## src/verilog/simmem_defines.svh

```systemverilog
`ifndef SIMMEM_DEFINES_SVH
`define SIMMEM_DEFINES_SVH

// bus widths
`define SIMMEM_ADDR_W      32
`define SIMMEM_DATA_W      32
`define SIMMEM_STRB_W      4
`define SIMMEM_RAM_IDX_W   10             // 1024 words

// ---------------------------------------------------------------------------
// address map, region select on addr[29:28]
// ---------------------------------------------------------------------------
`define SIMMEM_REGION_LSB  28
`define SIMMEM_REGION_RAM  2'd0           // word ram
`define SIMMEM_REGION_PRINT 2'd1          // character output
`define SIMMEM_REGION_CTRL 2'd2           // exit and status block

// offsets inside the ctrl region
`define SIMMEM_CTRL_STATUS_OFS 12'h000
`define SIMMEM_CTRL_EXIT_OFS   12'h004
`define SIMMEM_CTRL_EXIT0_OFS  12'h010

// magic status values
`define SIMMEM_PASS_MAGIC  32'd123456789
`define SIMMEM_FAIL_MAGIC  32'd1

// axi response codes
`define SIMMEM_RESP_OKAY   2'd0
`define SIMMEM_RESP_DECERR 2'd3

`endif
```

## src/verilog/simmem_pkg.sv

```systemverilog
`include "simmem_defines.svh"

package simmem_pkg;

  // ---------------------------------------------------------------------------
  // shared vector types
  // ---------------------------------------------------------------------------
  typedef logic [`SIMMEM_ADDR_W-1:0] addr_t;        // byte address

  typedef logic [`SIMMEM_DATA_W-1:0] data_t;        // one bus word

  typedef logic [`SIMMEM_STRB_W-1:0] strb_t;        // one bit per byte lane

  typedef logic [1:0] resp_t;                       // okay / decerr

  typedef logic [`SIMMEM_RAM_IDX_W-1:0] ram_idx_t;  // word index into the ram

endpackage

```

## src/verilog/host_ctrl_regs.sv

```systemverilog
`timescale 1ns/1ns
`include "simmem_defines.svh"

module host_ctrl_regs (
  input  logic              clk_i,
  input  logic              arst_n_i,
  input  logic              wr_i,            // write strobe from the port
  input  logic              print_i,         // write targets the print region
  input  logic [11:0]       ofs_i,           // offset inside the ctrl region
  input  simmem_pkg::data_t wdata_i,
  input  simmem_pkg::strb_t wstrb_i,
  output logic              print_valid_o,
  output logic [7:0]        print_data_o,
  output logic              tests_passed_o,
  output logic              tests_failed_o,
  output logic              exit_valid_o,
  output simmem_pkg::data_t exit_value_o
);

  logic wr_act;                              // write with at least one lane

  assign wr_act = wr_i && (|wstrb_i);

  // ---------------------------------------------------------------------------
  // one-cycle pulses, values fall back to zero between them
  // ---------------------------------------------------------------------------
  always_ff @(posedge clk_i or negedge arst_n_i) begin
    if (!arst_n_i) begin
      print_valid_o  <= 1'b0;
      print_data_o   <= '0;
      tests_passed_o <= 1'b0;
      tests_failed_o <= 1'b0;
      exit_valid_o   <= 1'b0;
      exit_value_o   <= '0;
    end else begin
      print_valid_o  <= 1'b0;                // defaults end last pulse
      print_data_o   <= '0;
      tests_passed_o <= 1'b0;
      tests_failed_o <= 1'b0;
      exit_valid_o   <= 1'b0;
      exit_value_o   <= '0;
      if (wr_act && print_i) begin
        print_valid_o <= 1'b1;
        print_data_o  <= wdata_i[7:0];       // low byte is the character
      end else if (wr_act) begin
        case (ofs_i)
          `SIMMEM_CTRL_STATUS_OFS: begin
            tests_passed_o <= (wdata_i == `SIMMEM_PASS_MAGIC);
            tests_failed_o <= (wdata_i == `SIMMEM_FAIL_MAGIC);  // other values ignored
          end
          `SIMMEM_CTRL_EXIT_OFS: begin
            exit_valid_o <= 1'b1;
            exit_value_o <= wdata_i;         // exit code as written
          end
          `SIMMEM_CTRL_EXIT0_OFS: begin
            exit_valid_o <= 1'b1;            // exit with code zero
          end
          default: ;                         // unused offsets
        endcase
      end
    end
  end

endmodule

```

## config.mk

```make
export PLATFORM = sky130hd
export DESIGN_NAME = host_ctrl_regs
export DESIGN_NICKNAME = d
export VERILOG_FILES = /design/src/verilog/simmem_pkg.sv /design/src/verilog/host_ctrl_regs.sv
export VERILOG_INCLUDE_DIRS = /design/src /design/src/verilog
export SDC_FILE = /design/constraint.sdc
export NUM_CORES = 1
export LEC_CHECK = 0
export BUFFER_PORTS_ARGS = -buffer_cell sky130_fd_sc_hd__buf_4
export CORE_ASPECT_RATIO = 1.25
export CORE_UTILIZATION = 45
export DETAILED_ROUTE_END_ITERATION = 16
export PLACE_DENSITY = 0.92
export SLEW_MARGIN = 20
export SYNTH_ARGS = -nofsm -noshare
export SYNTH_HDL_FRONTEND = slang
export SYNTH_SLANG_ARGS = --single-unit
```

## constraint.sdc

```tcl
create_clock -name clk_i -period 0.8 [get_ports clk_i]
set_clock_uncertainty 0.15 [all_clocks]
set_input_delay 0.16 -clock clk_i [delete_from_list [all_inputs] [get_ports clk_i]]
set_output_delay 0.16 -clock clk_i [all_outputs]
set_load 0.005 [all_outputs]
```

==> After elaboration in Yosys (flattened, before gate mapping) <==
Index checks and enable logic that the tools add are counted.
{ "totals": {"register_bits": 44, "out_inout_bits": 44, "elab_cells": 29} }
{ "op_classes": {"n_eq_ne": 4, "mux": 14, "n_reduce_logical": 5} }
{ "ops": {"columns": ["cell", "count"], "rows": [
  ["$mux 32", 3],
  ["$eq 32x1->1 const B", 1],
  ["$eq 32x27->1 const B", 1],
  ["$eq 12x3->1 const B", 1],
  ["$eq 12x5->1 const B", 1],
  ["$logic_not 12->1", 1],
  ["$mux 1", 10],
  ["$mux 8", 1],
  ["$reduce_or 4->1", 1],
  ["$logic_and 1x1->1", 2],
  ["$reduce_or 2->1", 1]
]} }

==> Depth between registers and ports, before layout <==
Gate-level depths: netlist of the first run.
{ "depth": {"ltp_word": 5, "ltp_mapped": 4, "ltp_nobuf": 3} }

==> Worst setup path before layout of the first run <==
OpenSTA, ideal clock, no wires.
{ "synth_timing": {"path_type": "input-to-reg", "start": "in wstrb_i[1]", "end": "reg print_data_o[0]", "setup_ns": 0.117, "arrival_ns": 1.133, "t_required_ns": 0.533, "slack_ns": -0.600, "path_stages": 4, "path_buffers": 1, "path_cell_list": "or4_4 > and3_4 > buf_6 > and2_4"} }
{ "synth_between": {"elab_chain_len": 4} }
{ "synth_lines": {"columns": ["element", "line", "source"], "rows": [
  ["start: declaration", "host_ctrl_regs.sv:11", "input simmem_pkg::strb_t wstrb_i,"],
  ["$reduce_or 4->1", "host_ctrl_regs.sv:22", "assign wr_act = wr_i && (|wstrb_i);"],
  ["$logic_and 1x1->1", "host_ctrl_regs.sv:22", null],
  ["$logic_and 1x1->1", "host_ctrl_regs.sv:42", "if (wr_act && print_i) begin"],
  ["$mux 8", "host_ctrl_regs.sv:42", null],
  ["end signal: assignment", "host_ctrl_regs.sv:44", "print_data_o <= wdata_i[7:0];"],
  ["end: declaration", "host_ctrl_regs.sv:13", "output logic [7:0] print_data_o,"]
]} }
No other way between the ends.

==> Final worst setup path of the first run <==
{ "layout_timing": {"start": "in wstrb_i[2]", "end": "reg exit_value_o[15]"} }
{ "layout_between": {"elab_chain_len": 4} }
{ "layout_lines": {"columns": ["element", "line", "source"], "rows": [
  ["$reduce_or 4->1 *", "host_ctrl_regs.sv:22", null],
  ["$logic_and 1x1->1 *", "host_ctrl_regs.sv:22", null],
  ["$mux 32 or $logic_and 1x1->1 (tied branches)", "host_ctrl_regs.sv:45, host_ctrl_regs.sv:42", null],
  ["$mux 32 *", "host_ctrl_regs.sv:42", null],
  ["end signal: assignment", "host_ctrl_regs.sv:53", "exit_value_o <= wdata_i;"],
  ["end: declaration", "host_ctrl_regs.sv:17", "output simmem_pkg::data_t exit_value_o"]
]} }
Every way passes the cells marked *; elsewhere a longest branch is shown, timed or not.

==> results of run 1 <==
synthesized netlist by cell type (all sizes together):
library cell | number | area share
nor4 | 10 | 0.037
buf | 5 | 0.026
inv | 32 | 0.065
dfrtp | 44 | 0.59
nand2 | 1 | 0.0020
a21oi | 1 | 0.0027
or4 | 2 | 0.010
nor3 | 34 | 0.17
nand3 | 2 | 0.0054
clkbuf | 3 | 0.0061
nor4b | 2 | 0.013
nand2b | 2 | 0.0067
and2 | 8 | 0.038
nand4 | 5 | 0.020
and3 | 1 | 0.0061
metrics by stage:
stage                 util  setup TNS (ps)  instances  power (µW)
finish              0.8152          -29160        324        4307
global route        0.8152          -31100        324        4465
CTS                 0.8113          -27920        324        4293
detailed placement  0.7361          -29220        314        2868
global placement    0.7361          -28790        314        2854
floorplan                -          -23820        152        2441
kinds of logic after synthesis:
family | count (synthesis) | synth area share
simple gates | 67 | 0.3077
flops | 44 | 0.5926
buf+inv | 40 | 0.09697
compound gates | 1 | 0.002691
per-layer routing:
layer | vias to the layer above | share of wire
met5 | - | 0
met4 | 0 | 0.019
met3 | 10 | 0.062
met2 | 78 | 0.57
met1 | 784 | 0.35
li1 | 734 | -
tightest hold or removal path: stages:
cell and delay (ps):
buf_4 110, inv_1 50, nor3_2 40
state kept, by name, indices dropped and copies added (netlist names):
name            cells
exit_value_o       32
print_valid_o       1
print_data_o        8
exit_valid_o        1
tests_failed_o      1
tests_passed_o      1
power breakdown:
part / leakage [µW] / switching (µW) / internal (µW)
Sequential: 0.000610 / 8.26 / 2240
Clock: 0.0000510 / 749 / 689
Combinational: 0.000915 / 281 / 339
what timing repair did:
action                     CTS  global route
cloned                       1             0
gates resized for setup     48             3
setup endpoints to repair   88            88
pin swaps                    2             3
hold endpoints to repair    65            19
final timing paths:
| check | start | end | slack, ps | cells past startpoint |
|---|---|---|---|---|
| worst max-delay path | wstrb_i[2] | exit_value_o[15]$_DFF_PN0_ | -390 | 5 |
| worst min-delay path | wdata_i[13] | exit_value_o[13]$_DFF_PN0_ | -60 | 3 |
| max in group asynchronous | arst_n_i | print_valid_o$_DFF_PN0_ | 40 | 3 |
| min in group asynchronous | arst_n_i | exit_value_o[20]$_DFF_PN0_ | 100 | 2 |
layout make-up:
class	instances	share of cell area
Timing Repair Buffer	117	0.3569
Sequential cell	44	0.3482
Tap cell	54	0.02137
Multi-Input combinational cell	69	0.2062
Clock buffer	6	0.02612
Inverter	32	0.03799
Clock inverter	2	0.003166
==> impl_metrics.tcl, run 1 <==
set metrics [dict create \
    status "complete, but fails checks" \
    violations "negative hold slack, negative setup slack" \
    drive_gt1_frac 0.6407 \
    whs_ps -62.89 \
    final_cell_mix "buf_4 (64), buf_6 (46), dfrtp_1 (44)" \
    slew-limit-headroom 0.7595 \
    die_w_um 59.48 \
    fin_nets 321 \
    first_iter_violations 44 \
    root_buffer "clkbuf_8" \
    cts_tree "built" \
    drt_pass1_iterations 4 \
    die_area_um2 4392 \
    row_count 25 \
    layout_commonest_cell "buf_4" \
    grt_max_degree 26 \
    cp_data_required_time_ps 840 \
    post-route-period-util 1.493 \
    pin_count 96 \
    gp_congestion 0.7823 \
    seqCellArea_um2 1101 \
    worst_setup_path_start_kind "primary input" \
    area_growth_syn_to_layout_pct 70.17 \
    max_freq_mhz 837.0 \
    post-cts-setup-buffers 0 \
    grt_pass1_wl_um 8438 \
    syn_nets 204 \
    post-route-min-period_ps 1195 \
    ir_drop_uv 976.1 \
    overflow 0 \
    avgSynthCellArea_um2 12.22 \
    via_per_inst 4.957 \
    drt_wl_total_um 5183 \
    power_density_nw_per_um2 1362 \
    worst-setup-path-type "in2reg" \
    core_um2 3879 \
    drc_errors 0 \
    crit_buf_inv 2 \
    cts_buffers 5 \
    worstPathArrival_ps 1230 \
    die_h_um 73.84 \
    vias 1606 \
    hpwlAfterDp_um 3424 \
    p_leak_uw 0.001576 \
    cts_sinks 44 \
    clk_pin_slew_ps 90 \
    end_kind "flop" \
    cts.hold.buffers_added 1 \
    timing.max_cap.violations 0 \
    grt_use_met1 0.2972 \
    synth_cell_type_count 21 \
    ys_seq_elements 44 \
    postSynthCellCount 152 \
    use_met3 0.05458 \
    yosysSeqAreaShare 0.5926 \
    path_max_fanout 12 \
    multiInputGateArea_um2 651.9 \
    rsz0062_at_grt "true" \
    max_stage_delay_ps 570 \
    htreeDepth 2 \
    max-clock-path-buffers 2 \
    fin_ws_ps -394.7 \
    synth_warnings 0 \
    grt_usage 0.2689 \
    cp_slowest_cell "or4_4" \
    hold_violations 20 \
    antenna_found_initial 0 \
    grt_busiest_layer "met2" \
    initial_core_util 0.4790 \
    grt_pass1_vias 1765 \
    grtUsageMet2 0.4969 \
    wl_per_cell_um 16.00 \
    path_delay_family "simple AND/OR/NAND/NOR gates" \
    postRouteAntennaNets 0 \
    portBuffers 95 \
    hold_class "in2reg" \
    antenna_cells 0 \
    finalMaxSlewViolations 0 \
    stdcell_area_um2 3162 \
    place_ws_ps -722.0 \
    syn_area_um2 1858 \
    cp_cell_sequence "buf_6 -> or4_4 -> nand4_4 -> buf_12 -> nor3_2" \
    finalSetupViolCount 88 \
    n_fill_cell 236 \
    placed_area_um2 2855 \
    worst_pin_slew_ps 357.5 \
]
No activity file was read; power rests on OpenSTA's default activity.
==> run 2: changes to the inputs <==
--- a/config.mk
+++ b/config.mk
@@ -7,10 +7,12 @@
 export NUM_CORES = 1
 export LEC_CHECK = 0
 export BUFFER_PORTS_ARGS = -buffer_cell sky130_fd_sc_hd__buf_4
+export CELL_PAD_IN_SITES_DETAIL_PLACEMENT = 0
+export CELL_PAD_IN_SITES_GLOBAL_PLACEMENT = 1
 export CORE_ASPECT_RATIO = 1.25
-export CORE_UTILIZATION = 45
+export CORE_UTILIZATION = 33
 export DETAILED_ROUTE_END_ITERATION = 16
-export PLACE_DENSITY = 0.92
+export PLACE_DENSITY = 0.9
 export SLEW_MARGIN = 20
 export SYNTH_ARGS = -nofsm -noshare
 export SYNTH_HDL_FRONTEND = slang
==> run 2 against run 1 <==
Against the previous run:
- the run still ends with negative hold slack, negative setup slack left
- final cell count increased by 4.9%
- sequential share of layout area shrank 1.5 points
- setup slack worse by 15 ps
- fmax down 1.2%
- critical path depth unchanged
- global-route usage decreased by 11 points
- hold slack gained 21 ps
- total power down 0.78%
- sequential cell count stayed put
- via count is 1.7% lower
- die area up 35%
- combinational power is 2% higher
- critical endpoint is now exit_value_o[11]$_DFF_PN0_
- largest cell class unchanged
- largest power group unchanged
==> impl_metrics.tcl, run 2 (same netlist as run 1, synthesis figures left out) <==
set metrics [dict create \
    rsz0062_at_grt "true" \
    finalSetupViolCount 88 \
    antenna_cells 0 \
    max-clock-path-buffers 2 \
    violations "negative hold slack, negative setup slack" \
    largestRegisters "exit_value_o x32, print_data_o x8" \
    row_count 30 \
    end_kind "flop" \
    max_freq_mhz 826.7 \
    cts_tree "built" \
    clk_pin_slew_ps 80 \
    initial_core_util 0.3414 \
    fin_nets 327 \
    grt_usage 0.1589 \
    largest_reg_flops 32 \
    path_max_fanout 6 \
    portBuffers 95 \
    final_cell_count_no_fill 340 \
    ir_drop_uv 730.0 \
    grt_pass1_wl_um 7348 \
    postRouteAntennaNets 0 \
    antenna_found_initial 0 \
    timing.max_cap.violations 0 \
    place_inst 328 \
    drive_gt1_frac 0.6522 \
    vias 1579 \
    finalMaxSlewViolations 0 \
    overflow 0 \
    post-route-min-period_ps 1210 \
    cts_sinks 44 \
    gp_congestion 0.7193 \
    drt_pass1_iterations 4 \
    root_buffer "clkbuf_8" \
    whs_ps -41.73 \
    final_cell_mix "buf_4 (66), buf_6 (49), dfrtp_1 (44)" \
    cts_buffers 5 \
    die_w_um 69.12 \
    pin_count 96 \
    post-route-period-util 1.512 \
    post-cts-setup-buffers 0 \
    grt_pass1_vias 1603 \
    area_growth_syn_to_layout_pct 77.91 \
    top_register "exit_value_o" \
    fin_ws_ps -409.7 \
    power_density_nw_per_um2 1293 \
    worst_setup_path_start_kind "primary input" \
    core_um2 5443 \
    first_iter_violations 82 \
    hpwlAfterDp_um 3543 \
    via_per_inst 4.644 \
    drc_errors 0 \
    htreeDepth 2 \
    p_leak_uw 0.001666 \
    status "complete, but fails checks" \
    die_area_um2 5937 \
    grt_max_degree 26 \
    cts.hold.buffers_added 1 \
    cp_data_required_time_ps 830 \
    hold_violations 18 \
    holdPathStages 3 \
    die_h_um 85.90 \
    hold_class "in2reg" \
    worst_pin_slew_ps 315.6 \
    n_fill_cell 444 \
    drt_wl_total_um 4721 \
    slew-limit-headroom 0.7876 \
    layout_commonest_cell "buf_4" \
    worst-setup-path-type "in2reg" \
    worstPathArrival_ps 1240 \
    wl_per_cell_um 13.89 \
]
==> run 2: what timing repair did <==
| action | 4_1_cts | 5_1_grt |
|---|---|---|
| gates resized for setup | 47 | 15 |
| endpoints found under the hold margin | 63 | 18 |
| cloned | 0 | 3 |
| pin swaps | 1 | 7 |
| endpoints found under the setup margin | 88 | 88 |
==> run 2: where the power goes <==
part | internal (µW) | total, µW | switching (µW)
combinational | 358 | 634 | 275
clock | 704 | 1390 | 687
sequential | 2240 | 2250 | 7.93
==> run 2: path summary, 6_finish.rpt <==
check,start,endpoint
setup / recovery,wstrb_i[2],exit_value_o[11]$_DFF_PN0_
min in group asynchronous,arst_n_i,exit_value_o[23]$_DFF_PN0_
max in group asynchronous,arst_n_i,exit_value_o[21]$_DFF_PN0_
hold / removal,wdata_i[13],exit_value_o[13]$_DFF_PN0_
==> run 2: through the flow <==
stage / cell area [µm²] / setup TNS, ps / total power [µW] / worst slack, ps / utilization
floorplan: 1899 / -23820 / 2441 / -569.0 / -
global route: 3306 / -31510 / 4463 / -423.8 / 0.6074
finish: 3306 / -29710 / 4273 / -409.7 / 0.6074
global placement: 2885 / -29350 / 2885 / -695.6 / 0.5301
detailed placement: 2885 / -30330 / 2893 / -748.7 / 0.5301
CTS: 3164 / -29210 / 4299 / -388.4 / 0.5814
==> run 2: cell type report <==
class	count	area, µm²	share of cell area
Timing Repair Buffer	124	1222	0.3698
Tap cell	64	80.08	0.02422
Sequential cell	44	1101	0.3331
Clock buffer	8	90.09	0.02725
Inverter	32	120.1	0.03634
Multi-Input combinational cell	68	691.9	0.2093
==> run 2: per-layer routing <==
| metal | GRT usage | share of wire | vias to the layer above |
|---|---|---|---|
| li1 | - | - | 741 |
| met1 | 0.1753 | 0.38 | 764 |
| met2 | 0.2895 | 0.55 | 65 |
| met3 | 0.03995 | 0.055 | 9 |
| met4 | 0.06679 | 0.025 | 0 |
| met5 | 0 | 0 | - |
==> run 2: worst max-delay path: stages <==
cell and delay (ps):
buf_6 90, or4_4 550, nand4_4 200, clkbuf_16 200, nor3_2 50
