**config.mk**
```make
export PLATFORM = sky130hd
export DESIGN_NAME = axil_slave_port
export DESIGN_NICKNAME = d
export VERILOG_FILES = /design/src/verilog/simmem_pkg.sv /design/src/verilog/axil_slave_port.sv
export VERILOG_INCLUDE_DIRS = /design/src /design/src/verilog
export SDC_FILE = /design/constraint.sdc
export NUM_CORES = 1
export LEC_CHECK = 0
export BUFFER_PORTS_ARGS = -buffer_cell sky130_fd_sc_hd__buf_2
export CORE_AREA = 5 5 90 92
export CTS_CLUSTER_DIAMETER = 150
export DETAILED_ROUTE_END_ITERATION = 10
export DIE_AREA = 0 0 95 97
export SYNTH_ARGS = -nofsm -noshare
export SYNTH_HDL_FRONTEND = slang
export SYNTH_SLANG_ARGS = --single-unit
```
**constraint.sdc**
```tcl
create_clock -name clk_i -period 1.83 [get_ports clk_i]
set_input_delay 0.183 -clock clk_i [delete_from_list [all_inputs] [get_ports clk_i]]
set_output_delay 0.183 -clock clk_i [all_outputs]
set_load 0.05 [all_outputs]
```
**src/verilog/simmem_defines.svh**
```systemverilog
`ifndef SIMMEM_DEFINES_SVH
`define SIMMEM_DEFINES_SVH

// bus widths
`define SIMMEM_ADDR_W      32
`define SIMMEM_DATA_W      32
`define SIMMEM_STRB_W      4
`define SIMMEM_RAM_IDX_W   10             // 1024 words

// ---------------------------------------------------------------------------
// address map, region select on addr[29:28]
// ---------------------------------------------------------------------------
`define SIMMEM_REGION_LSB  28
`define SIMMEM_REGION_RAM  2'd0           // word ram
`define SIMMEM_REGION_PRINT 2'd1          // character output
`define SIMMEM_REGION_CTRL 2'd2           // exit and status block

// offsets inside the ctrl region
`define SIMMEM_CTRL_STATUS_OFS 12'h000
`define SIMMEM_CTRL_EXIT_OFS   12'h004
`define SIMMEM_CTRL_EXIT0_OFS  12'h010

// magic status values
`define SIMMEM_PASS_MAGIC  32'd123456789
`define SIMMEM_FAIL_MAGIC  32'd1

// axi response codes
`define SIMMEM_RESP_OKAY   2'd0
`define SIMMEM_RESP_DECERR 2'd3

`endif
```
**src/verilog/simmem_pkg.sv**
```systemverilog
`include "simmem_defines.svh"

package simmem_pkg;

  // ---------------------------------------------------------------------------
  // shared vector types
  // ---------------------------------------------------------------------------
  typedef logic [`SIMMEM_ADDR_W-1:0] addr_t;        // byte address

  typedef logic [`SIMMEM_DATA_W-1:0] data_t;        // one bus word

  typedef logic [`SIMMEM_STRB_W-1:0] strb_t;        // one bit per byte lane

  typedef logic [1:0] resp_t;                       // okay / decerr

  typedef logic [`SIMMEM_RAM_IDX_W-1:0] ram_idx_t;  // word index into the ram

endpackage

```
**src/verilog/axil_slave_port.sv**
```systemverilog
`timescale 1ns/1ns
`include "simmem_defines.svh"

module axil_slave_port (
  input  logic               clk_i,
  input  logic               arst_n_i,
  // axi4-lite slave side
  input  simmem_pkg::addr_t  s_awaddr_i,
  input  logic               s_awvalid_i,
  output logic               s_awready_o,
  input  simmem_pkg::data_t  s_wdata_i,
  input  simmem_pkg::strb_t  s_wstrb_i,
  input  logic               s_wvalid_i,
  output logic               s_wready_o,
  output simmem_pkg::resp_t  s_bresp_o,
  output logic               s_bvalid_o,
  input  logic               s_bready_i,
  input  simmem_pkg::addr_t  s_araddr_i,
  input  logic               s_arvalid_i,
  output logic               s_arready_o,
  output simmem_pkg::data_t  s_rdata_o,
  output simmem_pkg::resp_t  s_rresp_o,
  output logic               s_rvalid_o,
  input  logic               s_rready_i,
  // ram side
  output logic                 ram_en_o,
  output logic                 ram_we_o,
  output simmem_pkg::ram_idx_t ram_idx_o,
  input  simmem_pkg::data_t    ram_rdata_i,
  // host control side
  output logic               ctrl_wr_o,
  output logic               ctrl_print_o,
  output logic [11:0]        ctrl_ofs_o,
  output simmem_pkg::data_t  wdata_o,
  output simmem_pkg::strb_t  wstrb_o
);

  typedef enum logic [1:0] {
    ST_IDLE,                                  // waiting for a request
    ST_WRESP,                                 // b channel pending
    ST_RRESP                                  // r channel pending
  } state_e;

  state_e            state_q;
  logic              wr_hs;                   // aw+w accepted this cycle
  logic              rd_hs;                   // ar accepted this cycle
  simmem_pkg::addr_t acc_addr;                // address of the access in flight
  logic [1:0]        region;                  // decoded target
  logic [1:0]        region_q;                // target of the pending response
  simmem_pkg::resp_t resp_q;                  // code of the pending response

  // ---------------------------------------------------------------------------
  // handshake, write has priority
  // ---------------------------------------------------------------------------
  assign wr_hs = (state_q == ST_IDLE) && s_awvalid_i && s_wvalid_i;
  assign rd_hs = (state_q == ST_IDLE) && !(s_awvalid_i && s_wvalid_i) && s_arvalid_i;

  assign s_awready_o = wr_hs;                 // aw and w taken together
  assign s_wready_o  = wr_hs;
  assign s_arready_o = rd_hs;

  // ---------------------------------------------------------------------------
  // region decode and target strobes
  // ---------------------------------------------------------------------------
  assign acc_addr = wr_hs ? s_awaddr_i : s_araddr_i;
  assign region   = acc_addr[`SIMMEM_REGION_LSB +: 2];

  assign ram_en_o  = (wr_hs || rd_hs) && (region == `SIMMEM_REGION_RAM);
  assign ram_we_o  = wr_hs && (region == `SIMMEM_REGION_RAM);
  assign ram_idx_o = acc_addr[`SIMMEM_RAM_IDX_W+1:2];  // word aligned

  // print and ctrl share the host block, flagged by ctrl_print_o
  assign ctrl_wr_o    = wr_hs && ((region == `SIMMEM_REGION_CTRL) ||
                                  (region == `SIMMEM_REGION_PRINT));
  assign ctrl_print_o = (region == `SIMMEM_REGION_PRINT);
  assign ctrl_ofs_o   = acc_addr[11:0];

  assign wdata_o = s_wdata_i;                 // lanes are checked by the targets
  assign wstrb_o = s_wstrb_i;

  // ---------------------------------------------------------------------------
  // fsm and response registers
  // ---------------------------------------------------------------------------
  always_ff @(posedge clk_i or negedge arst_n_i) begin
    if (!arst_n_i) begin
      state_q <= ST_IDLE;
    end else begin
      case (state_q)
        ST_IDLE: begin
          if (wr_hs) begin
            state_q <= ST_WRESP;
          end else if (rd_hs) begin
            state_q <= ST_RRESP;
          end
        end
        ST_WRESP: if (s_bready_i) state_q <= ST_IDLE;  // b taken
        ST_RRESP: if (s_rready_i) state_q <= ST_IDLE;  // r taken
        default:  state_q <= ST_IDLE;
      endcase
    end
  end

  always_ff @(posedge clk_i) begin
    if (wr_hs || rd_hs) begin
      region_q <= region;
      resp_q   <= (region == 2'd3) ? `SIMMEM_RESP_DECERR : `SIMMEM_RESP_OKAY;  // unmapped
    end
  end

  assign s_bvalid_o = (state_q == ST_WRESP);
  assign s_bresp_o  = resp_q;
  assign s_rvalid_o = (state_q == ST_RRESP);
  assign s_rresp_o  = resp_q;

  // ram output holds while r is stalled, other regions read as zero
  assign s_rdata_o = (region_q == `SIMMEM_REGION_RAM) ? ram_rdata_i : '0;

endmodule

```
After elaboration in Yosys (flattened, before gate mapping)
Index checks and enable logic that the tools add are counted.
{"block": "word_totals", "ff_bits": 6, "input_bits": 139, "output_inout_bits": 103, "elab_cells": 34}
{"block": "op_classes", "eq_ne": 8, "n_mux": 8, "n_reduce_logical": 15}
{"operator": "$mux W32", "count": 1}
{"operator": "$mux W30", "count": 1}
{"operator": "$mux W2", "count": 5}
{"operator": "$logic_and A1 B1 Y1", "count": 8}
{"operator": "$eq A2 B2 Y1 const B", "count": 3}
{"operator": "$logic_not A2 Y1", "count": 3}
{"operator": "$pmux W2 S3", "count": 1}
{"operator": "$eq A2 B1 Y1 const B", "count": 2}
{"operator": "$ne A2 B1 Y1 const B", "count": 2}
{"operator": "$ne A3 B3 Y1 const B", "count": 1}
{"operator": "$reduce_and A3 Y1", "count": 1}
{"operator": "$logic_or A1 B1 Y1", "count": 2}
{"operator": "$logic_not A1 Y1", "count": 1}

Longest topological paths before layout
Gate-level depths: netlist (run 1).
{"block": "logic_depth", "depth_word": 7, "depth_mapped": 7, "depth_no_buf": 6}

Worst setup path before layout (run 1)
Ideal clock, no wire load.
{"block": "synth_timing", "path_type": "reg2out", "start": "reg state_q[1]", "end": "out ctrl_wr_o", "arrival_ns": 1.868, "required_ns": 1.647, "slack_ns": -0.221, "stages_incl_launch_ff": 8, "n_path_buf": 1, "path_cell_list": "dfrtp_1 > nor2_2 > nand3_2 > inv_4 > buf_8 > mux2_4 > ha_1 > and2_1"}
{"block": "synth_between", "elab_chain_len": 7, "word_cells_on_any_way": 8, "cone_classes": "2 x eq/ne; 1 x mux; 5 x reduce/logical"}
{"item": "from (decl)", "line": "axil_slave_port.sv:44", "source": "state_e state_q;"}
{"item": "from (signal assigned)", "line": "axil_slave_port.sv:86", "source": "state_q <= ST_IDLE;"}
{"item": "from (signal assigned)", "line": "axil_slave_port.sv:91", "source": "state_q <= ST_WRESP;"}
{"item": "from (signal assigned)", "line": "axil_slave_port.sv:93", "source": "state_q <= ST_RRESP;"}
{"item": "$logic_not A2 Y1 (*)", "line": "axil_slave_port.sv:55", "source": "assign wr_hs = (state_q == ST_IDLE) && s_awvalid_i && s_wvalid_i;"}
{"item": "$logic_and A1 B1 Y1 (*) (2 in a row)", "line": "axil_slave_port.sv:55"}
{"item": "named net s_awready_o", "line": "axil_slave_port.sv:10", "source": "output logic s_awready_o,"}
{"item": "$mux W30 (*)", "line": "axil_slave_port.sv:65", "source": "assign acc_addr = wr_hs ? s_awaddr_i : s_araddr_i;"}
{"item": "named net acc_addr[28]", "line": "axil_slave_port.sv:47", "source": "simmem_pkg::addr_t acc_addr;"}
{"item": "$eq A2 B2 Y1 (no source line) / $eq A2 B1 Y1 (equally long branches)"}
{"item": "$logic_or A1 B1 Y1 (*)", "line": "axil_slave_port.sv:73", "source": "assign ctrl_wr_o = wr_hs && ((region == `SIMMEM_REGION_CTRL) ||"}
{"item": "$logic_and A1 B1 Y1 (*)", "line": "axil_slave_port.sv:73"}
{"item": "to (decl)", "line": "axil_slave_port.sv:31", "source": "output logic ctrl_wr_o,"}
Mark *: on every way through the listed nets, which the timed path passes. The rest lies on a longest branch.

Worst setup path after layout (run 1)
{"block": "layout_timing", "start": "reg state_q[1]", "end": "out ctrl_wr_o"}
{"block": "layout_between", "elab_chain_len": 7, "word_cells_on_any_way": 8, "cone_classes": "2 x eq/ne; 1 x mux; 5 x reduce/logical"}
{"item": "$logic_not A2 Y1 (*)", "line": "axil_slave_port.sv:55"}
{"item": "$logic_and A1 B1 Y1 (*) (2 in a row)", "line": "axil_slave_port.sv:55"}
{"item": "$mux W30 (*)", "line": "axil_slave_port.sv:65"}
{"item": "named net acc_addr[28]", "line": "axil_slave_port.sv:47"}
{"item": "$eq A2 B2 Y1 (no source line) / $eq A2 B1 Y1 (equally long branches)"}
{"item": "$logic_or A1 B1 Y1 (*)", "line": "axil_slave_port.sv:73"}
{"item": "$logic_and A1 B1 Y1 (*)", "line": "axil_slave_port.sv:73"}
Marks and branches as above.

==> metrics.md, run 1 <==
| Metric | Value |
|---|---|
| Outcome | `complete, but fails checks` |
| Failing checks | `setup timing` |
| Routability Congestion | `0.667` |
| Slew margin rel. | `82.1%` |
| GRT Util Overall | `6.99%` |
| Chip height | `97 µm` |
| Avg Synthesized Cell Area | `8.51 µm²` |
| # DRC | `0` |
| Pwr per Cell Area | `798 mW/mm²` |
| Starting DRC count in detailed routing | `5` |
| Cell Rows | `31` |
| TritonCTS Sinks | `5` |
| Die X | `95 µm` |
| Max Cap Viol | `0` |
| Startpoint types | `register` |
| Final std cells w/o fill | `322` |
| Die area | `0.00922 mm²` |
| Commonest non-fill, non-tap cell in the layout | `buf_2` |
| Num CTS Buffers | `3` |
| Fill count | `810` |
| Number of top-level pins | `242` |
| Setup Skew | `0.000427 ns` |
| Number of routed nets with antenna violations | `0` |
| Clock-pin slew on the worst setup and hold paths | `0.03 ns` |
| Vias in the first global route | `1108` |
| Crit path required time | `1.65 ns` |
| Initial Util | `16.9%` |
| Worst slack, placed | `-0.0823 ns` |
| Clock buffer depth | `2` |
| Syn Nets | `282` |
| Post-DP HPWL | `3.07 mm` |
| Commonest non-fill, non-tap cells in the layout | `buf_2 (107), and2_1 (32), buf_6 (23), mux2_4 (15), buf_4 (9)` |
| Seq cells post-synth | `5` |
| Antenna cell count | `0` |
| Gr ovfl total | `0` |
| Worst Path Arrival | `1.82 ns` |
| Initial antenna violation count | `0` |
| Synth Cell Area | `0.00121 mm²` |
| Placed cells | `310` |
| Fin. max-slew vios | `0` |
| Register area share after synthesis | `11.6%` |
| Crit end category | `output port` |
| Max FO, Critical Path | `5` |
| Clk root buf | `clkbuf_8` |
| DRT met1 WL | `1.21 mm` |
| Routed vias | `1145` |
| Vias per cell | `3.56` |
| Tcrit/Tclk final | `110%` |
| Fraction of layout cells with a size suffix above 1 | `76.2%` |
| Area of the multi-input gates | `566 µm²` |
| Max frequency | `499 MHz` |
| Core area | `0.00714 mm²` |
| Post-synthesis cell type count | `24` |
| Pwr Total | `1470 µW` |
| Largest net degree at the start of global routing | `33` |
| CTS HTree Levels | `1` |
| Mapped Cells | `142` |
| WL final | `3.63 mm` |
| Synth warnings | `0` |
| Post-layout net count | `364` |
| WL/cell | `11.3 µm` |
| Peak supply drop | `258 µV` |
| Met3 routed WL | `500 µm` |
| Worst-Margin Slew | `0.270 ns` |
| Seq. cell area | `140 µm²` |
| CTS tree | `done` |
| PnR worst setup slack | `-0.175 ns` |
| Clk Latency, worst-skew pair | `0.22 ns` |
| Final hold violation count | `0` |
| DRT Pass-1 Iters | `4` |
| RSZ-0062 raised after global routing | `yes` |
| Top sig layer | `met4` |
| Number of port buffers | `133` |
| Worst Hold Class | `in2reg` |
| # setup viols final | `23` |
| Tmin final | `2.01 ns` |
| P&R area growth vs syn | `52.7%` |
| Pleak | `0.00107 µW` |
| First-pass GRT wire length | `5.14 mm` |
| Met2 Routed Length | `1.87 mm` |
| Critical path class | `reg2out` |
routing by layer:
| metal | up-vias | track usage (%) |
|---|---|---|
| li1 | 543 | - |
| met1 | 503 | 6.56 |
| met2 | 93 | 13.7 |
| met3 | 6 | 1.86 |
| met4 | 0 | 2.89 |
| met5 | - | 0 |
critical path: stages (launching register included):
cell and delay [ns]:
dfrtp_1 0.38, nor2_2 0.14, nand3_2 0.13, inv_4 0.11, mux2_4 0.32, ha_4 0.26
and2_4 0.13, buf_8 0.14
through the flow:
step | cell area (µm²) | hold slack (ns) | utilization (%) | setup TNS, ns
floorplan | 1210 | -0.113 | - | -0.0935
global placement | 1520 | -0.0310 | 21.2 | -0.0872
detailed placement | 1520 | -0.0238 | 21.2 | -0.0823
CTS | 1810 | 0.178 | 25.4 | -2.53
global route | 1850 | 0.174 | 25.9 | -4.26
finish | 1850 | 0.165 | 25.9 | -1.92
state kept, by name, summed over array words and instances, names as in the netlist:
signal	count
s_bresp_o	1
region_q	2
state_q	2
report_power, final:
group / internal (µW) / leakage, µW / switching, µW
sequential: 145 / 0.0000545 / 13.5
clock: 149 / 0.0000228 / 53.0
combinational: 379 / 0.000989 / 732
total: 674 / 0.00107 / 798
path summary, 6_finish.rpt:
check | start | to | slack, ns | cells past startpoint
max reg2reg | state_q[1]$_DFFE_PN0P_ | s_bresp_o[0]$_DFFE_PP_ | 0.35 | 5
min in group asynchronous | arst_n_i | state_q[1]$_DFFE_PN0P_ | 0.28 | 2
min | s_rready_i | state_q[1]$_DFFE_PN0P_ | 0.17 | 2
max | state_q[1]$_DFFE_PN0P_ | ctrl_wr_o | -0.18 | 7
max in group asynchronous | arst_n_i | state_q[0]$_DFFE_PN0P_ | 1.45 | 2
min reg2reg | state_q[0]$_DFFE_PN0P_ | state_q[1]$_DFFE_PN0P_ | 0.62 | 2
cells in the mapped netlist:
master | n | share of area (%)
buf_4 | 62 | 39
and2_1 | 33 | 17
mux2_4 | 14 | 17
inv_1 | 4 | 1.2
clkbuf_1 | 3 | 0.93
edfxtp_1 | 3 | 7.5
nand2_1 | 3 | 0.93
dfrtp_1 | 2 | 4.1
nor2_1 | 2 | 0.62
o21ai_0 | 2 | 0.83
a21o_1 | 1 | 0.62
and2b_2 | 1 | 0.72
buf_12 | 1 | 1.7
buf_8 | 1 | 1.2
ha_1 | 1 | 1.0
inv_4 | 1 | 0.52
mux2_2 | 1 | 0.93
nand2b_1 | 1 | 0.52
nand3_1 | 1 | 0.41
nand3_2 | 1 | 0.83
nand3b_1 | 1 | 0.62
nor2_2 | 1 | 0.52
o31ai_1 | 1 | 0.62
or2b_1 | 1 | 0.62
cells by family (layout without fill, tap and decap cells):
family	Yosys count	in the layout	synth area share, %
buf+inv	72	153	44.1
simple gates	45	45	22.9
mux	15	15	18.3
flops	5	5	11.6
compound gates	4	4	2.07
fa+ha+maj	1	1	1.04
final cells by class:
cell class | instances | share of cell area [%]
clock buffer | 4 | 2.44
sequential | 5 | 7.59
timing repair buffer | 144 | 51.5
tap | 99 | 6.71
multi-input combinational | 65 | 30.6
inverter | 5 | 1.15
repair_timing:
action | 4_1_cts | 5_1_grt
endpoints found under the hold margin | 2 | 0
hold buffers | 1 | 0
pin swaps | 2 | 2
gates cloned | 1 | 0
setup endpoints to repair | 26 | 26
buffers inserted | 3 | 3
resized for setup | 57 | 5
Power figures use the tool's default switching activity.
==> inputs of run 2 (changes only) <==
Settings changed: ABC_AREA from default to 1.
==> metrics.md, run 2 <==
| Metric | Value |
|---|---|
| Vias in the first global route | `1278 (was 1108)` |
| Clock-pin slew on the worst setup and hold paths | `0.03 ns (about the same)` |
| Starting DRC count in detailed routing | `2 (was 5)` |
| GRT Util Overall | `6.83% (was 6.99%)` |
| Hold Path Stages | `2 (unchanged)` |
| Max Cap Viol | `0 (unchanged)` |
| Post-synth top area cell | `buf_4 (unchanged)` |
| Synth warnings | `0 (unchanged)` |
| Area contributors post-synth | `buf_4 (39%), nand2_1 (13%), inv_1 (12%), nor2_1 (11%), edfxtp_1 (7.4%) (was buf_4 (39%), mux2_4 (17%), and2_1 (17%), edfxtp_1 (7.5%), dfrtp_1 (4.1%))` |
| Pwr Total | `1540 µW (was 1470 µW)` |
| Number of routed nets with antenna violations | `0 (unchanged)` |
| Seq cells post-synth | `5 (unchanged)` |
| Worst r2r path cells | `5 (unchanged)` |
| Post-synthesis cell type count | `20 (was 24)` |
| WL/cell | `9.28 µm (was 11.3 µm)` |
| Initial antenna violation count | `0 (unchanged)` |
| Setup Skew | `0.000392 ns (was 0.000427 ns)` |
| Vias per cell | `3.63 (was 3.56)` |
| Chip height | `97 µm (unchanged)` |
| Synth Flop Type | `edfxtp_1 (unchanged)` |
| Final hold violation count | `0 (unchanged)` |
| Most frequent cells after synthesis | `buf_4 (63), nand2_1 (42), inv_1 (38) (was buf_4 (62), and2_1 (33), mux2_4 (14))` |
| Antenna cell count | `0 (unchanged)` |
| Register area share after synthesis | `11.5% (was 11.6%)` |
| Crit end category | `output port (unchanged)` |
| Tmin final | `1.77 ns (was 2.01 ns)` |
| WL final | `3.57 mm (was 3.63 mm)` |
| Final Core Density | `23.8% (was 25.9%)` |
| Top sig layer | `met4 (unchanged)` |
| Commonest non-fill, non-tap cell in the layout | `buf_2 (unchanged)` |
| TritonCTS Sinks | `5 (unchanged)` |
| Outcome | `completed (was complete, but fails checks)` |
| CTS tree | `done (unchanged)` |
| Max frequency | `565 MHz (was 499 MHz)` |
| Pwr per Cell Area | `903 mW/mm² (was 798 mW/mm²)` |
| DRT met1 WL | `1.22 mm (was 1.21 mm)` |
| Core area | `0.00714 mm² (unchanged)` |
| Routed vias | `1397 (was 1145)` |
| Cell Rows | `31 (unchanged)` |
| DRT Pass-1 Iters | `2 (was 4)` |
| R2R Setup Slk | `0.51 ns (was 0.35 ns)` |
| Num CTS Buffers | `3 (unchanged)` |
| Met3 routed WL | `620 µm (was 500 µm)` |
| Worst Path Arrival | `1.59 ns (was 1.82 ns)` |
| Number of flops mapped to enable cells by yosys | `3 (unchanged)` |
| Hold path startpoint | `s_rready_i (unchanged)` |
| Clk root buf | `clkbuf_8 (unchanged)` |
| Worst-Margin Slew | `0.290 ns (was 0.270 ns)` |
| Synth Cell Area | `0.00122 mm² (was 0.00121 mm²)` |
| Die area | `0.00922 mm² (unchanged)` |
| Routability Congestion | `0.788 (was 0.667)` |
| Fill count | `809 (was 810)` |
| Fin. max-slew vios | `0 (unchanged)` |
| Top-count cell post-synth | `buf_4 (unchanged)` |
| P&R area growth vs syn | `39.9% (was 52.7%)` |
| Max FO, Critical Path | `6 (was 5)` |
| Synth async-reset ratio | `40.0% (unchanged)` |
| Hold Crit Endpoint | `state_q[1]$_DFFE_PN0P_ (unchanged)` |
| Clock buffer depth | `2 (unchanged)` |
| Post-DP HPWL | `3.22 mm (was 3.07 mm)` |
| RSZ-0062 raised after global routing | `yes (unchanged)` |
| FF-to-FF Start | `state_q[0]$_DFFE_PN0P_ (was state_q[1]$_DFFE_PN0P_)` |
| Number of port buffers | `133 (unchanged)` |
| Synth top area share | `38.9% (was 38.5%)` |
| Clk Latency, worst-skew pair | `0.22 ns (about the same)` |
| Worst Hold Class | `in2reg (unchanged)` |
| # setup viols final | `0 (was 23)` |
| Syn Nets | `345 (was 282)` |
| Mapped Cells | `205 (was 142)` |
| Post-layout net count | `427 (was 364)` |
| Die X | `95 µm (unchanged)` |
| Final std cells w/o fill | `385 (was 322)` |
| Critical path class | `reg2out (unchanged)` |
| Initial Util | `17.0% (was 16.9%)` |
| Tcrit/Tclk final | `96.6% (was 110%)` |
| CTS HTree Levels | `1 (unchanged)` |
| Met2 Routed Length | `1.71 mm (was 1.87 mm)` |
| Number of top-level pins | `242 (unchanged)` |
| # DRC | `0 (unchanged)` |
| Commonest non-fill, non-tap cells in the layout | `buf_2 (121), nand2_1 (39), inv_1 (37), nor2_1 (36), buf_4 (17) (was buf_2 (107), and2_1 (32), buf_6 (23), mux2_4 (15), buf_4 (9))` |
| WHS | `0.157 ns (was 0.165 ns)` |
| Setup TNS | `0 ns (was -1.92 ns)` |
| Fraction of layout cells with a size suffix above 1 | `56.6% (was 76.2%)` |
| Slew margin rel. | `80.7% (was 82.1%)` |
| Peak supply drop | `258 µV (about the same)` |
| Gr ovfl total | `0 (unchanged)` |
| Avg Synthesized Cell Area | `5.93 µm² (was 8.51 µm²)` |
| Pleak | `0.00117 µW (was 0.00107 µW)` |
| Placed cells | `374 (was 310)` |
| First-pass GRT wire length | `5.21 mm (was 5.14 mm)` |
| Crit path required time | `1.65 ns (about the same)` |
| FF-to-FF End | `s_bresp_o[0]$_DFFE_PP_ (unchanged)` |
| Startpoint types | `register (unchanged)` |
| Largest net degree at the start of global routing | `33 (unchanged)` |
-- run 2: cell types whose count changed after synthesis, moves of 3 or more --
cell	previous run	this run
nand2_1	3	42
nor2_1	2	37
inv_1	4	38
mux2_4	14	0
buf_6	0	4
nand2_2	0	3
clkbuf_1	3	0
and2_1	33	0
-- run 2: through the flow --
step / cell area [µm²] / setup slack [ns]
6_report: 1700 / 0.0614
5_1_grt: 1700 / -0.0254
4_1_cts: 1630 / 0.00847
3_5_place_dp: 1520 / 0.0828
3_3_place_gp: 1520 / 0.0920
2_1_floorplan: 1220 / 0.0816
-- run 2: where the power goes --
| part | total, µW | internal [µW] | switching, µW |
|---|---|---|---|
| logic | 1180 | 301 | 875 |
| clock network | 198 | 149 | 48.9 |
| registers | 163 | 147 | 16.3 |
-- run 2: area by class of cell --
type,count,area (µm²),area share (%)
flip-flops and latches,5,140,8.24
multi-input cells,93,452,26.5
clock buffers,4,45.0,2.65
well taps,99,124,7.28
repair buffers,145,792,46.5
inverters,39,149,8.75
-- run 2: kinds of logic (layout without fill, tap and decap cells) --
family | after synthesis | count (layout) | synth area share, %
AND/OR/NAND/NOR | 88 | 88 | 29.9
flip-flops | 5 | 5 | 11.5
adder cells (fa/ha/maj) | 1 | 1 | 1.03
AO/OA/AOI/OAI | 4 | 4 | 2.26
buffers and inverters | 107 | 188 | 55.2
-- run 2: what timing repair did --
action	4_1_cts	5_1_grt
hold buffers	1	0
pin swaps	2	6
endpoints found under the setup margin	1	11
gates resized for setup	5	24
setup buffers	5	1
hold endpoints to repair	2	0
-- run 2: how the worst max path moves through the flow --
stage / from / to / slack (ns) / cells after the start
6_report: state_q[1]$_DFFE_PN0P_ / ctrl_wr_o / 0.06 / 8
4_1_cts: state_q[0]$_DFFE_PN0P_ / ctrl_wr_o / 0.008 / 8
3_3_place_gp: state_q[1]$_DFFE_PN0P_ / ctrl_wr_o / 0.09 / 8
3_5_place_dp: state_q[1]$_DFFE_PN0P_ / ctrl_wr_o / 0.08 / 8
5_1_grt: state_q[1]$_DFFE_PN0P_ / ctrl_wr_o / -0.03 / 8
2_1_floorplan: state_q[1]$_DFFE_PN0P_ / ctrl_wr_o / 0.08 / 7
-- run 2: critical path, cell delays in order, from the launching register on --
cell     delay [ns]
dfrtp_1        0.40
nor2_4         0.15
nand2_4        0.11
nand2_4        0.11
nand2_4        0.05
ha_4           0.26
inv_2          0.03
nor2_2         0.08
buf_6          0.16
-- run 2: routing by layer --
metal / up-vias / global-route usage, %
met3: 2 / 2.64
met4: 0 / 2.44
met1: 585 / 6.52
met2: 124 / 12.9
met5: - / 0
li1: 686 / -
